File: config.mk
export PLATFORM = sky130hd
export DESIGN_NAME = ncpu_periph
export DESIGN_NICKNAME = d
export VERILOG_FILES = /design/src/logic/ncpu_cfg_pkg.sv /design/src/logic/ncpu_msr_pkg.sv /design/src/logic/ncpu_msr_apb.sv /design/src/logic/ncpu_tsc.sv /design/src/logic/ncpu_irqc.sv /design/src/logic/ncpu_periph.sv
export SDC_FILE = /design/constraint.sdc
export NUM_CORES = 1
export LEC_CHECK = 0
export BUFFER_PORTS_ARGS = -buffer_cell sky130_fd_sc_hd__clkbuf_2
export CAP_MARGIN = 30
export CORE_ASPECT_RATIO = 1.75
export CORE_MARGIN = 5
export CORE_UTILIZATION = 45
export CTS_BUF_LIST = sky130_fd_sc_hd__clkbuf_4 sky130_fd_sc_hd__clkbuf_8
export CTS_CLUSTER_SIZE = 24
export DETAILED_ROUTE_END_ITERATION = 10
export GPL_ROUTABILITY_DRIVEN = 0
export PLACE_DENSITY = 0.7
export SLEW_MARGIN = 0
export SYNTH_ARGS = -nofsm -noshare
export SYNTH_HDL_FRONTEND = slang
export SYNTH_SLANG_ARGS = --single-unit
File: constraint.sdc
create_clock -name clk -period 2.7 [get_ports clk]
set_input_delay 0.54 -clock clk [delete_from_list [all_inputs] [get_ports clk]]
set_output_delay 0.54 -clock clk [all_outputs]
set_load 0.05 [all_outputs]
File: src/logic/ncpu_cfg_pkg.sv
/*
 * NCPU configuration package
 * Core-wide sizes for the system-register side: data width,
 * number of interrupt lines, the line shared by the timestamp
 * counter, and the depth of the interrupt synchronizer
 */
package ncpu_cfg_pkg;

   // Register and APB data width
   localparam int NCPU_DW = 32;

   // Level-sensitive interrupt lines into the IRQC
   localparam int NCPU_NIRQ = 32;

   // TSC interrupt is ORed onto this line
   localparam int NCPU_IRQ_N_TSC = 0;

   // Flops in front of IRR, two for metastability
   localparam int NCPU_SYNC_STAGES = 2;

   // Derived values used by several blocks
   localparam int NCPU_DB = NCPU_DW / 8;   // Bytes per register
   localparam int NCPU_SYNC_LAST = NCPU_SYNC_STAGES - 1;   // Output stage index

endpackage

File: src/logic/ncpu_msr_pkg.sv
/*
 * Machine-status register map
 * Byte addresses of PSR, IMR, IRR, TSR and TCR on the APB port,
 * TCR and PSR field positions, and the IMR value after reset
 */
package ncpu_msr_pkg;

   // APB address width
   localparam int MSR_AW = 8;

   // Register byte addresses
   localparam logic [MSR_AW-1:0] MSR_PSR_ADDR = 8'h00;   // Processor status
   localparam logic [MSR_AW-1:0] MSR_IMR_ADDR = 8'h04;   // Interrupt mask
   localparam logic [MSR_AW-1:0] MSR_IRR_ADDR = 8'h08;   // Pending, read-only
   localparam logic [MSR_AW-1:0] MSR_TSR_ADDR = 8'h0C;   // Timestamp count
   localparam logic [MSR_AW-1:0] MSR_TCR_ADDR = 8'h10;   // Timestamp control

   // TCR layout
   //   [27:0] CNT  compare value against TSR low bits
   //   [28]   EN   count enable
   //   [29]   I    interrupt enable
   //   [30]   P    pending, cleared by writing 0
   //   [31]   reserved
   localparam int TCR_CNT_W = 28;   // Compare field width
   localparam int TCR_EN_BIT = 28;  // Count enable
   localparam int TCR_I_BIT = 29;   // Interrupt enable
   localparam int TCR_P_BIT = 30;   // Pending

   // PSR layout, only IRE is implemented
   localparam int PSR_IRE_BIT = 0;  // Global interrupt enable

   // All lines masked out of reset
   localparam logic [ncpu_cfg_pkg::NCPU_DW-1:0] IMR_RESET = '1;

endpackage

File: src/logic/ncpu_msr_apb.sv
/*
 * APB slave for the machine-status registers
 * Decodes PSR, IMR, IRR, TSR and TCR, raises one write strobe
 * per valid write, keeps the PSR.IRE bit and returns read data
 * in the access cycle. Zero wait states; pslverr flags unmapped
 * addresses and writes to IRR
 */
module ncpu_msr_apb (
   input  logic                             clk,
   input  logic                             rst,
   // APB
   input  logic                             psel,
   input  logic                             penable,
   input  logic                             pwrite,
   input  logic [ncpu_msr_pkg::MSR_AW-1:0]  paddr,
   input  logic [ncpu_cfg_pkg::NCPU_DW-1:0] pwdata,
   output logic [ncpu_cfg_pkg::NCPU_DW-1:0] prdata,
   output logic                             pready,
   output logic                             pslverr,
   // Register values for readback
   input  logic [ncpu_cfg_pkg::NCPU_DW-1:0] tsr,
   input  logic [ncpu_cfg_pkg::NCPU_DW-1:0] tcr,
   input  logic [ncpu_cfg_pkg::NCPU_DW-1:0] imr,
   input  logic [ncpu_cfg_pkg::NCPU_DW-1:0] irr,
   // Write side
   output logic [ncpu_cfg_pkg::NCPU_DW-1:0] wdata,
   output logic                             tsr_we,
   output logic                             tcr_we,
   output logic                             imr_we,
   output logic                             psr_ire
);
   import ncpu_cfg_pkg::*;
   import ncpu_msr_pkg::*;

   logic               access;    // Second APB phase
   logic               sel_psr;
   logic               sel_imr;
   logic               sel_irr;
   logic               sel_tsr;
   logic               sel_tcr;
   logic               mapped;    // Any register hit
   logic               bad_wr;    // Write to read-only IRR
   logic               wr_ok;     // Write that takes effect
   logic               psr_we;
   logic [NCPU_DW-1:0] psr_rd;    // PSR as seen by software

   assign access = psel & penable;   // Setup has penable low

   // Full address compare, misaligned offsets are unmapped
   assign sel_psr = (paddr == MSR_PSR_ADDR);
   assign sel_imr = (paddr == MSR_IMR_ADDR);
   assign sel_irr = (paddr == MSR_IRR_ADDR);
   assign sel_tsr = (paddr == MSR_TSR_ADDR);
   assign sel_tcr = (paddr == MSR_TCR_ADDR);
   assign mapped  = sel_psr | sel_imr | sel_irr | sel_tsr | sel_tcr;
   assign bad_wr  = pwrite & sel_irr;

   // No wait states
   assign pready  = access;
   assign pslverr = access & (~mapped | bad_wr);   // Same cycle as pready

   // Strobes fire in the access cycle, so the write lands at its end
   assign wr_ok  = access & pwrite & mapped & ~bad_wr;
   assign psr_we = wr_ok & sel_psr;
   assign imr_we = wr_ok & sel_imr;
   assign tsr_we = wr_ok & sel_tsr;
   assign tcr_we = wr_ok & sel_tcr;
   assign wdata  = pwdata;   // Shared write bus to TSC and IRQC

   // PSR, only IRE is kept
   always_ff @(posedge clk) begin
      if (rst) begin
         psr_ire <= 1'b0;   // Interrupts off after reset
      end else if (psr_we) begin
         psr_ire <= pwdata[PSR_IRE_BIT];
      end
   end

   assign psr_rd = NCPU_DW'(psr_ire) << PSR_IRE_BIT;   // Other PSR bits read 0

   // Read mux, valid whenever paddr is stable
   always_comb begin
      case (paddr)
         MSR_PSR_ADDR: prdata = psr_rd;
         MSR_IMR_ADDR: prdata = imr;
         MSR_IRR_ADDR: prdata = irr;
         MSR_TSR_ADDR: prdata = tsr;
         MSR_TCR_ADDR: prdata = tcr;
         default:      prdata = '0;   // Unmapped reads zero
      endcase
   end

endmodule

File: src/logic/ncpu_tsc.sv
/*
 * Timestamp counter
 * TSR counts up each clock while TCR.EN is set. When its low
 * bits meet TCR.CNT with EN and I set, TCR.P is raised on the
 * next clock and drives the timer interrupt until software
 * writes TCR with P low
 */
module ncpu_tsc (
   input  logic                             clk,
   input  logic                             rst,
   input  logic [ncpu_cfg_pkg::NCPU_DW-1:0] wdata,
   input  logic                             tsr_we,
   input  logic                             tcr_we,
   output logic [ncpu_cfg_pkg::NCPU_DW-1:0] tsr,
   output logic [ncpu_cfg_pkg::NCPU_DW-1:0] tcr,
   output logic                             tsc_irq
);
   import ncpu_cfg_pkg::*;
   import ncpu_msr_pkg::*;

   logic [NCPU_DW-1:0] tsr_q;     // Free-running count
   logic [NCPU_DW-1:0] tcr_q;     // CNT, EN, I, P
   logic [NCPU_DW-1:0] tcr_nxt;
   logic               cnt_en;
   logic               irq_en;
   logic               match;     // Compare hit this cycle

   assign cnt_en = tcr_q[TCR_EN_BIT];
   assign irq_en = tcr_q[TCR_I_BIT];

   // Only the CNT-wide low field of TSR takes part
   assign match = cnt_en & irq_en &
                  (tsr_q[TCR_CNT_W-1:0] == tcr_q[TCR_CNT_W-1:0]);

   // Counter, software write wins over the increment
   always_ff @(posedge clk) begin
      if (rst) begin
         tsr_q <= '0;
      end else if (tsr_we) begin
         tsr_q <= wdata;
      end else if (cnt_en) begin
         tsr_q <= tsr_q + 1'b1;   // Wraps at 2^32
      end
   end

   // Next TCR
   // A write may clear P but never set it, so P only
   // comes from a compare hit with I already on
   always_comb begin
      tcr_nxt = tcr_q;
      if (tcr_we) begin
         tcr_nxt = wdata;
         tcr_nxt[TCR_P_BIT] = tcr_q[TCR_P_BIT] & wdata[TCR_P_BIT];   // Write 0 clears
      end else if (match) begin
         tcr_nxt[TCR_P_BIT] = 1'b1;   // Sticky until cleared
      end
   end

   always_ff @(posedge clk) begin
      if (rst) begin
         tcr_q <= '0;   // Stopped, no interrupt
      end else begin
         tcr_q <= tcr_nxt;
      end
   end

   assign tsr     = tsr_q;
   assign tcr     = tcr_q;
   assign tsc_irq = tcr_q[TCR_P_BIT];   // Level while pending

endmodule

File: src/logic/ncpu_irqc.sv
/*
 * Interrupt controller
 * Synchronizes the level-sensitive lines, masks them with IMR
 * and registers the result as IRR. intr is raised while IRR has
 * a bit set and PSR.IRE is on
 */
module ncpu_irqc (
   input  logic                               clk,
   input  logic                               rst,
   input  logic [ncpu_cfg_pkg::NCPU_NIRQ-1:0] irqs,
   input  logic                               psr_ire,
   input  logic [ncpu_cfg_pkg::NCPU_DW-1:0]   wdata,
   input  logic                               imr_we,
   output logic [ncpu_cfg_pkg::NCPU_DW-1:0]   imr,
   output logic [ncpu_cfg_pkg::NCPU_DW-1:0]   irr,
   output logic                               intr
);
   import ncpu_cfg_pkg::*;
   import ncpu_msr_pkg::*;

   logic [NCPU_NIRQ-1:0] sync_q [NCPU_SYNC_STAGES];   // Stage 0 sees raw lines
   logic [NCPU_DW-1:0]   imr_q;   // 1 masks a line
   logic [NCPU_DW-1:0]   irr_q;

   // Synchronizer chain
   always_ff @(posedge clk) begin
      if (rst) begin
         for (int i = 0; i < NCPU_SYNC_STAGES; i++) begin
            sync_q[i] <= '0;
         end
      end else begin
         sync_q[0] <= irqs;   // Asynchronous sources
         for (int i = 1; i < NCPU_SYNC_STAGES; i++) begin
            sync_q[i] <= sync_q[i-1];
         end
      end
   end

   // Mask register
   always_ff @(posedge clk) begin
      if (rst) begin
         imr_q <= IMR_RESET;   // Everything masked
      end else if (imr_we) begin
         imr_q <= wdata;
      end
   end

   // Pending lines, one clock behind the synchronizer
   always_ff @(posedge clk) begin
      if (rst) begin
         irr_q <= '0;
      end else begin
         irr_q <= NCPU_DW'(sync_q[NCPU_SYNC_LAST]) & ~imr_q;
      end
   end

   assign imr  = imr_q;
   assign irr  = irr_q;
   assign intr = psr_ire & (|irr_q);   // Straight from registers

endmodule

File: src/logic/ncpu_periph.sv
/*
 * System-register top level
 * APB slave in front of the timestamp counter and interrupt
 * controller. The timer interrupt shares its IRQ line with the
 * external line of the same number
 */
module ncpu_periph (
   input  logic                               clk,
   input  logic                               rst,
   // APB
   input  logic                               psel,
   input  logic                               penable,
   input  logic                               pwrite,
   input  logic [ncpu_msr_pkg::MSR_AW-1:0]    paddr,
   input  logic [ncpu_cfg_pkg::NCPU_DW-1:0]   pwdata,
   output logic [ncpu_cfg_pkg::NCPU_DW-1:0]   prdata,
   output logic                               pready,
   output logic                               pslverr,
   // Interrupts
   input  logic [ncpu_cfg_pkg::NCPU_NIRQ-1:0] irqs,
   output logic                               intr
);
   import ncpu_cfg_pkg::*;

   logic [NCPU_DW-1:0]   wdata;       // Shared write value
   logic                 tsr_we;
   logic                 tcr_we;
   logic                 imr_we;
   logic                 psr_ire;
   logic [NCPU_DW-1:0]   tsr;
   logic [NCPU_DW-1:0]   tcr;
   logic [NCPU_DW-1:0]   imr;
   logic [NCPU_DW-1:0]   irr;
   logic                 tsc_irq;
   logic [NCPU_NIRQ-1:0] irq_lines;   // After the timer merge

   ncpu_msr_apb u_msr_apb (
      .clk     (clk),
      .rst     (rst),
      .psel    (psel),
      .penable (penable),
      .pwrite  (pwrite),
      .paddr   (paddr),
      .pwdata  (pwdata),
      .prdata  (prdata),
      .pready  (pready),
      .pslverr (pslverr),
      .tsr     (tsr),
      .tcr     (tcr),
      .imr     (imr),
      .irr     (irr),
      .wdata   (wdata),
      .tsr_we  (tsr_we),
      .tcr_we  (tcr_we),
      .imr_we  (imr_we),
      .psr_ire (psr_ire)
   );

   ncpu_tsc u_tsc (
      .clk     (clk),
      .rst     (rst),
      .wdata   (wdata),
      .tsr_we  (tsr_we),
      .tcr_we  (tcr_we),
      .tsr     (tsr),
      .tcr     (tcr),
      .tsc_irq (tsc_irq)
   );

   // Timer ORed onto its line, the rest pass through
   always_comb begin
      irq_lines = irqs;
      irq_lines[NCPU_IRQ_N_TSC] = irqs[NCPU_IRQ_N_TSC] | tsc_irq;
   end

   ncpu_irqc u_irqc (
      .clk     (clk),
      .rst     (rst),
      .irqs    (irq_lines),
      .psr_ire (psr_ire),
      .wdata   (wdata),
      .imr_we  (imr_we),
      .imr     (imr),
      .irr     (irr),
      .intr    (intr)
   );

endmodule

==> results of run 1 <==
[state kept, by name, summed over array words and instances, names as in the netlist]
register / count
u_irqc.imr: 32
u_msr_apb.psr_ire: 1
u_tsc.tsr: 32
u_tsc.tcr: 32
u_irqc.sync_q: 64
u_irqc.irr: 32
[logic make-up (layout without fill, tap and decap cells)]
group	after synthesis	in the layout	share of synthesized area (%)
simple gates	396	396	26.8
buf+inv	75	179	4.03
fa+ha+maj	1	1	0.158
flops	193	193	48.8
other cells	0	2	0
xor+xnor	59	59	6.53
mux	3	3	0.395
compound gates	157	157	13.2
[placed cells by master (no fill, tap or decap), types with 31 or more instances in the layout]
| cell type | count |
|---|---|
| a211oi_1 | 31 |
| a21oi_1 | 32 |
| a22oi_1 | 56 |
| buf_12 | 38 |
| clkbuf_2 | 79 |
| dfxtp_1 | 193 |
| nand2_1 | 140 |
| nand3b_1 | 32 |
| nor2_1 | 50 |
| nor2b_1 | 64 |
| nor3b_1 | 32 |
| xnor2_1 | 35 |
[layout make-up]
| type | instances | area (µm²) | share of cell area [%] |
|---|---|---|---|
| antenna | 2 | 5.00 | 0.0514 |
| clock buffer | 21 | 277 | 2.84 |
| clock inverter | 11 | 128 | 1.31 |
| inverter | 9 | 33.8 | 0.347 |
| multi-input combinational | 616 | 3830 | 39.3 |
| sequential | 193 | 3860 | 39.7 |
| tap | 231 | 289 | 2.97 |
| timing repair buffer | 138 | 1310 | 13.5 |
[report_power, final]
| group | leakage (µW) | internal, µW | switching, µW |
|---|---|---|---|
| Sequential | 0.00157 | 2890 | 9.74 |
| Combinational | 0.00197 | 115 | 153 |
| Clock | 0.000200 | 900 | 1010 |
| Total | 0.00374 | 3900 | 1180 |
[per-layer routing]
| layer | wire, µm | vias up | global-route usage (%) |
|---|---|---|---|
| met4 | 1220 | 2 | 12.9 |
| met1 | 8770 | 3110 | 27.6 |
| met5 | 13 | - | 0 |
| met3 | 1530 | 57 | 3.91 |
| li1 | - | 3232 | - |
| met2 | 10600 | 291 | 35.2 |
[critical path, stage by stage]
cell and delay, ns:
clkbuf_2 0.08, or2_1 0.24, or4_4 0.46, nor2_4 0.16, buf_12 0.19, a22oi_1 0.09, o21ai_1 0.18, buf_12 0.17
[metrics by stage]
step	instance area, µm²	worst slack (ns)
3_5_place_dp	9260	-0.0648
4_1_cts	9700	0.0165
5_1_grt	9730	0.00123
2_1_floorplan	7920	-0.160
3_3_place_gp	9260	-0.0223
6_report	9740	0.0306
[what timing repair did]
item / CTS / global route
hold buffers: 0 / 0
setup endpoints to repair: 10 / 15
cloned: 0 / 0
gates resized for setup: 10 / 9
[worst min-delay path by stage]
stage                         start                   end  cells after the start
5_1_grt                     irqs[2]   u_irqc.sync_q[0][2]                      2
3_3_place_gp    u_irqc.sync_q[0][0]  u_irqc.sync_q[0][32]                      1
2_1_floorplan   u_irqc.sync_q[0][0]  u_irqc.sync_q[0][32]                      1
3_5_place_dp   u_irqc.sync_q[0][25]  u_irqc.sync_q[0][57]                      1
4_1_cts                     irqs[2]   u_irqc.sync_q[0][2]                      2
6_report                    irqs[0]   u_irqc.sync_q[0][0]                      3
==> run summary, run 1 <==
result of the run - finished, final reports clean
R2R Path Start - u_tsc.tsr[0]
maximum vdd drop - 0.000381 V
most common flop cell mapped by yosys - dfxtp_1
antenna-violating nets left - 0
TritonCTS clock tree - yes
Finished Layout Cells - 1221
Yosys warnings - 0
minimum clock period - 2.67 ns
total CTS buffers - 17
top cell type's share of synthesized area - 48.8%
Worst Tran Pin Value - 0.645 ns
largest net degree at the start of global routing - 139
row count - 64
H-tree depth - 4
nets - 1053
initial core utilization - 45.6%
initial drt markers - 521
Horiz. Die Dim - 110 µm
r2r endpoint - u_tsc.tsr[30]
Synth Register Bits - 193
Critical Path End - prdata[7]
Core ar. - 17400 µm²
Area Overhead vs Synth - 23.0%
Synth top cells by count - 193 x dfxtp_1, 140 x nand2_1, 65 x nor2b_1
first-pass detailed-route iteration total - 5
via count - 6692
RSZ-0062 raised after global routing - false
Setup CP Type - primary input to output pin
WHS - 0.284 ns
Mean Syn Cell Area - 8.95 µm²
Post-CTS Setup Inserts - 0
cell count after synthesis - 884
gr ovfl total - 0
Power per Cell Area - 522 nW/µm²
clk sink count - 193
post-synth cell types - 47
max-cap violations - 0
Setup crit start - paddr[6]
final slew viol count - 0
fillers - 1567
clk slew on worst S/H paths - 0.11 ns
Crit. End Element - output pin
global-route wire length before repair - 34400 µm
Skew-Pair Late Insertion Delay - 0.47 ns
crit path launch type - primary input
worst r2r path cells - 6
most frequent cell after synthesis - dfxtp_1
DR vias/cell - 5.48
Async SR Flop Fraction - 0%
Synth area leader - dfxtp_1
vias in the first global route - 6369
reg-to-reg slack, setup - 0.61 ns
WL final - 22100 µm
drc violations - 0
setup skew after layout - 0.0151 ns
Setup violations, final - 0
Worst Hold Class - primary input to register
CP required - 2.16 ns
synth top area cells - dfxtp_1 49%, nand2_1 6.6%, a22oi_1 5.3%, nor2b_1 5.1%, xnor2_1 3.9%
port bufs - 111
Die Ht - 185 µm
share of cells above drive strength 1 - 20.5%
io pins - 112
maximum fanout along the worst path - 27
Hold Vio Cnt, Final - 0
Seq/Total Area, Yosys - 48.8%
Post-synth EDFFs - 0
CTS Root Cell - clkbuf_8
detailed placer's ending HPWL - 16200 µm
maximum clock rate - 375 MHz
Power Total - 5080 µW
WL/cell - 18.1 µm
Post-Syn Nets - 962
maximum clock path buffer count - 2
full die area - 20400 µm²
final critical-path share of the clock period - 98.9%
cell total after placement - 1187
cell area after synthesis - 7920 µm²
Static Leak - 0.00374 µW
Overall Global Routing Usage - 22.1%
WP data arrival - 2.13 ns
relative slew slack - 57.0%
Fin Setup TNS - 0 ns
initial antenna violation count - 2
utilization after layout - 56.0%
No activity file was read; power rests on OpenSTA's default activity.
==> inputs of run 2 (changes only) <==
==> constraint.sdc (replaced) <==
create_clock -name clk -period 2.55 [get_ports clk]
set_input_delay 0.51 -clock clk [delete_from_list [all_inputs] [get_ports clk]]
set_output_delay 0.51 -clock clk [all_outputs]
set_load 0.05 [all_outputs]
==> run summary, run 2 (same netlist as run 1, synthesis figures left out) <==
result of the run - finished, violations left
failing checks - setup timing
share of cells above drive strength 1 - 21.9% (+1.4 points)
minimum clock period - 2.59 ns
sw power - 1250 µW (+6.6%)
WL/cell - 18.6 µm (+2.9%)
detailed placer's ending HPWL - 16900 µm (+4.6%)
WHS - 0.236 ns (-0.0474 ns)
port bufs - 111 (unchanged)
total CTS buffers - 17 (unchanged)
RSZ-0062 raised after global routing - true
Horiz. Die Dim - 110 µm (unchanged)
Static Leak - 0.00382 µW (+2.1%)
switch share - 22.6% (-0.55 points)
clk sink count - 193 (unchanged)
maximum vdd drop - 0.000367 V (-3.6%)
setup skew after layout - 0.0204 ns (+0.00529 ns)
final critical-path share of the clock period - 101%
DR vias/cell - 5.45 (-0.56%)
antenna-violating nets left - 0 (unchanged)
utilization after layout - 57.8% (+1.7 points)
relative slew slack - 57.8% (+0.78 points)
io pins - 112 (unchanged)
TritonCTS clock tree - yes
via count - 6660 (-0.48%)
max-cap violations - 0 (unchanged)
r2r endpoint - u_tsc.tsr[30]
initial core utilization - 45.6% (unchanged)
largest net degree at the start of global routing - 85 (-39%)
Power per Cell Area - 553 nW/µm² (+5.9%)
Critical Path End - prdata[18]
Area Overhead vs Synth - 26.8%
final slew viol count - 0 (unchanged)
worst r2r path cells - 6 (unchanged)
number of hold buffers added after CTS - 0 (unchanged)
clk slew on worst S/H paths - 0.11 ns (about the same)
Power Total - 5550 µW (+9.2%)
max FFs per register - 64 (unchanged)
H-tree depth - 4 (unchanged)
Comb pwr share - 5.5% (+0.2 points)
Setup crit start - paddr[6]
Pint - 4290 µW (+10%)
register area - 3860 µm² (unchanged)
initial drt markers - 434 (-17%)
Worst Hold Class - primary input to register
first-pass detailed-route iteration total - 5 (unchanged)
Skew-Pair Late Insertion Delay - 0.47 ns (about the same)
Place WS - -0.0444 ns (+0.0204 ns)
Crit. End Element - output pin
crit path launch type - primary input
R2R Path Start - u_tsc.tsr[0]
maximum fanout along the worst path - 12 (-56%)
WP data arrival - 2.08 ns (-0.05 ns)
CP required - 2.04 ns (-0.12 ns)
full die area - 20400 µm² (unchanged)
Core ar. - 17400 µm² (unchanged)
row count - 64 (unchanged)
CTS Root Cell - clkbuf_8
vias in the first global route - 6255 (-1.8%)
fillers - 1531 (-2.3%)
maximum clock path buffer count - 2 (unchanged)
most frequent cells in the layout - 193 x dfxtp_1, 140 x nand2_1, 78 x clkbuf_2
WL final - 22800 µm (+2.9%)
Die Ht - 185 µm (unchanged)
sequential share of power - 55.3% (-1.8 points)
clock power share - 39.1% (+1.4 points)
Hold Vio Cnt, Final - 0 (unchanged)
Setup violations, final - 12 (+12)
min setup slack post-route - -0.0376 ns (-0.0682 ns)
drc violations - 0 (unchanged)
area of the multi-input gates - 4050 µm² (+5.9%)
gr ovfl total - 0 (unchanged)
initial antenna violation count - 0 (-2)
register with the most flip-flops - u_irqc.sync_q
nets - 1055 (+0.19%)
reg-to-reg slack, setup - 0.38 ns (-0.23 ns)
Setup CP Type - primary input to output pin
Worst Tran Pin Value - 0.633 ns (-0.0118 ns)
Overall Global Routing Usage - 22.8% (+0.71 points)
maximum clock rate - 386 MHz
commonest non-fill, non-tap cell in the layout - dfxtp_1
global-route wire length before repair - 35200 µm (+2.1%)
-- run 2: metal layers --
layer  vias up  GRT usage, %  share of wire, %
li1       3243             -                 -
met1      3088          28.5                40
met2       271          37.1                49
met3        58          3.24               5.9
met4         0          12.8               5.0
met5         -             0                 0
-- run 2: critical path: stages --
cell and delay (ns):
clkbuf_2 0.08, or2_4 0.26, or4b_4 0.64, buf_4 0.22
o21ai_4 0.21, buf_12 0.17
-- run 2: final cells by class --
type,count,area share (%)
sequential,193,38.5
timing repair buffer,140,13.5
clock inverter,9,1.41
multi-input combinational,616,40.4
antenna,1,0.0249
tap,231,2.88
inverter,9,0.337
clock buffer,23,3.03
-- run 2: worst min path at each step --
stage,startpoint,end,slack (ns),cells past startpoint
after floorplan,u_irqc.sync_q[0][0],u_irqc.sync_q[0][32],0.41,1
after global placement,u_irqc.sync_q[0][28],u_irqc.sync_q[0][60],0.42,1
final,irqs[0],u_irqc.sync_q[0][0],0.24,3
after CTS,irqs[0],u_irqc.sync_q[0][0],0.22,3
after global routing,irqs[20],u_irqc.sync_q[0][20],0.22,2
after detailed placement,u_irqc.sync_q[0][18],u_irqc.sync_q[0][50],0.42,1
-- run 2: metrics by stage --
stage          setup TNS, ns  cell area, µm²  std cells
2_1_floorplan         -0.365            8180        884
3_3_place_gp          -0.410            9530       1187
3_5_place_dp          -0.594            9530       1187
4_1_cts             -0.00875           10000       1220
5_1_grt                -1.08           10000       1221
6_report             -0.0930           10000       1222
-- run 2: power by group through the flow --
stage | combinational [µW] | clock, µW | sequential (µW)
after floorplan | 152 | 0 | 3140
after global placement | 302 | 0 | 3140
after detailed placement | 301 | 0 | 3140
after CTS | 304 | 2220 | 3070
after global routing | 329 | 2340 | 3080
final | 307 | 2170 | 3070
-- run 2: timing repair --
| item | 4_1_cts | 5_1_grt |
|---|---|---|
| gates resized for setup | 5 | 7 |
| buffers inserted | 1 | 0 |
| cloned | 0 | 1 |
| pin swaps | 1 | 4 |
| endpoints found under the setup margin | 25 | 29 |
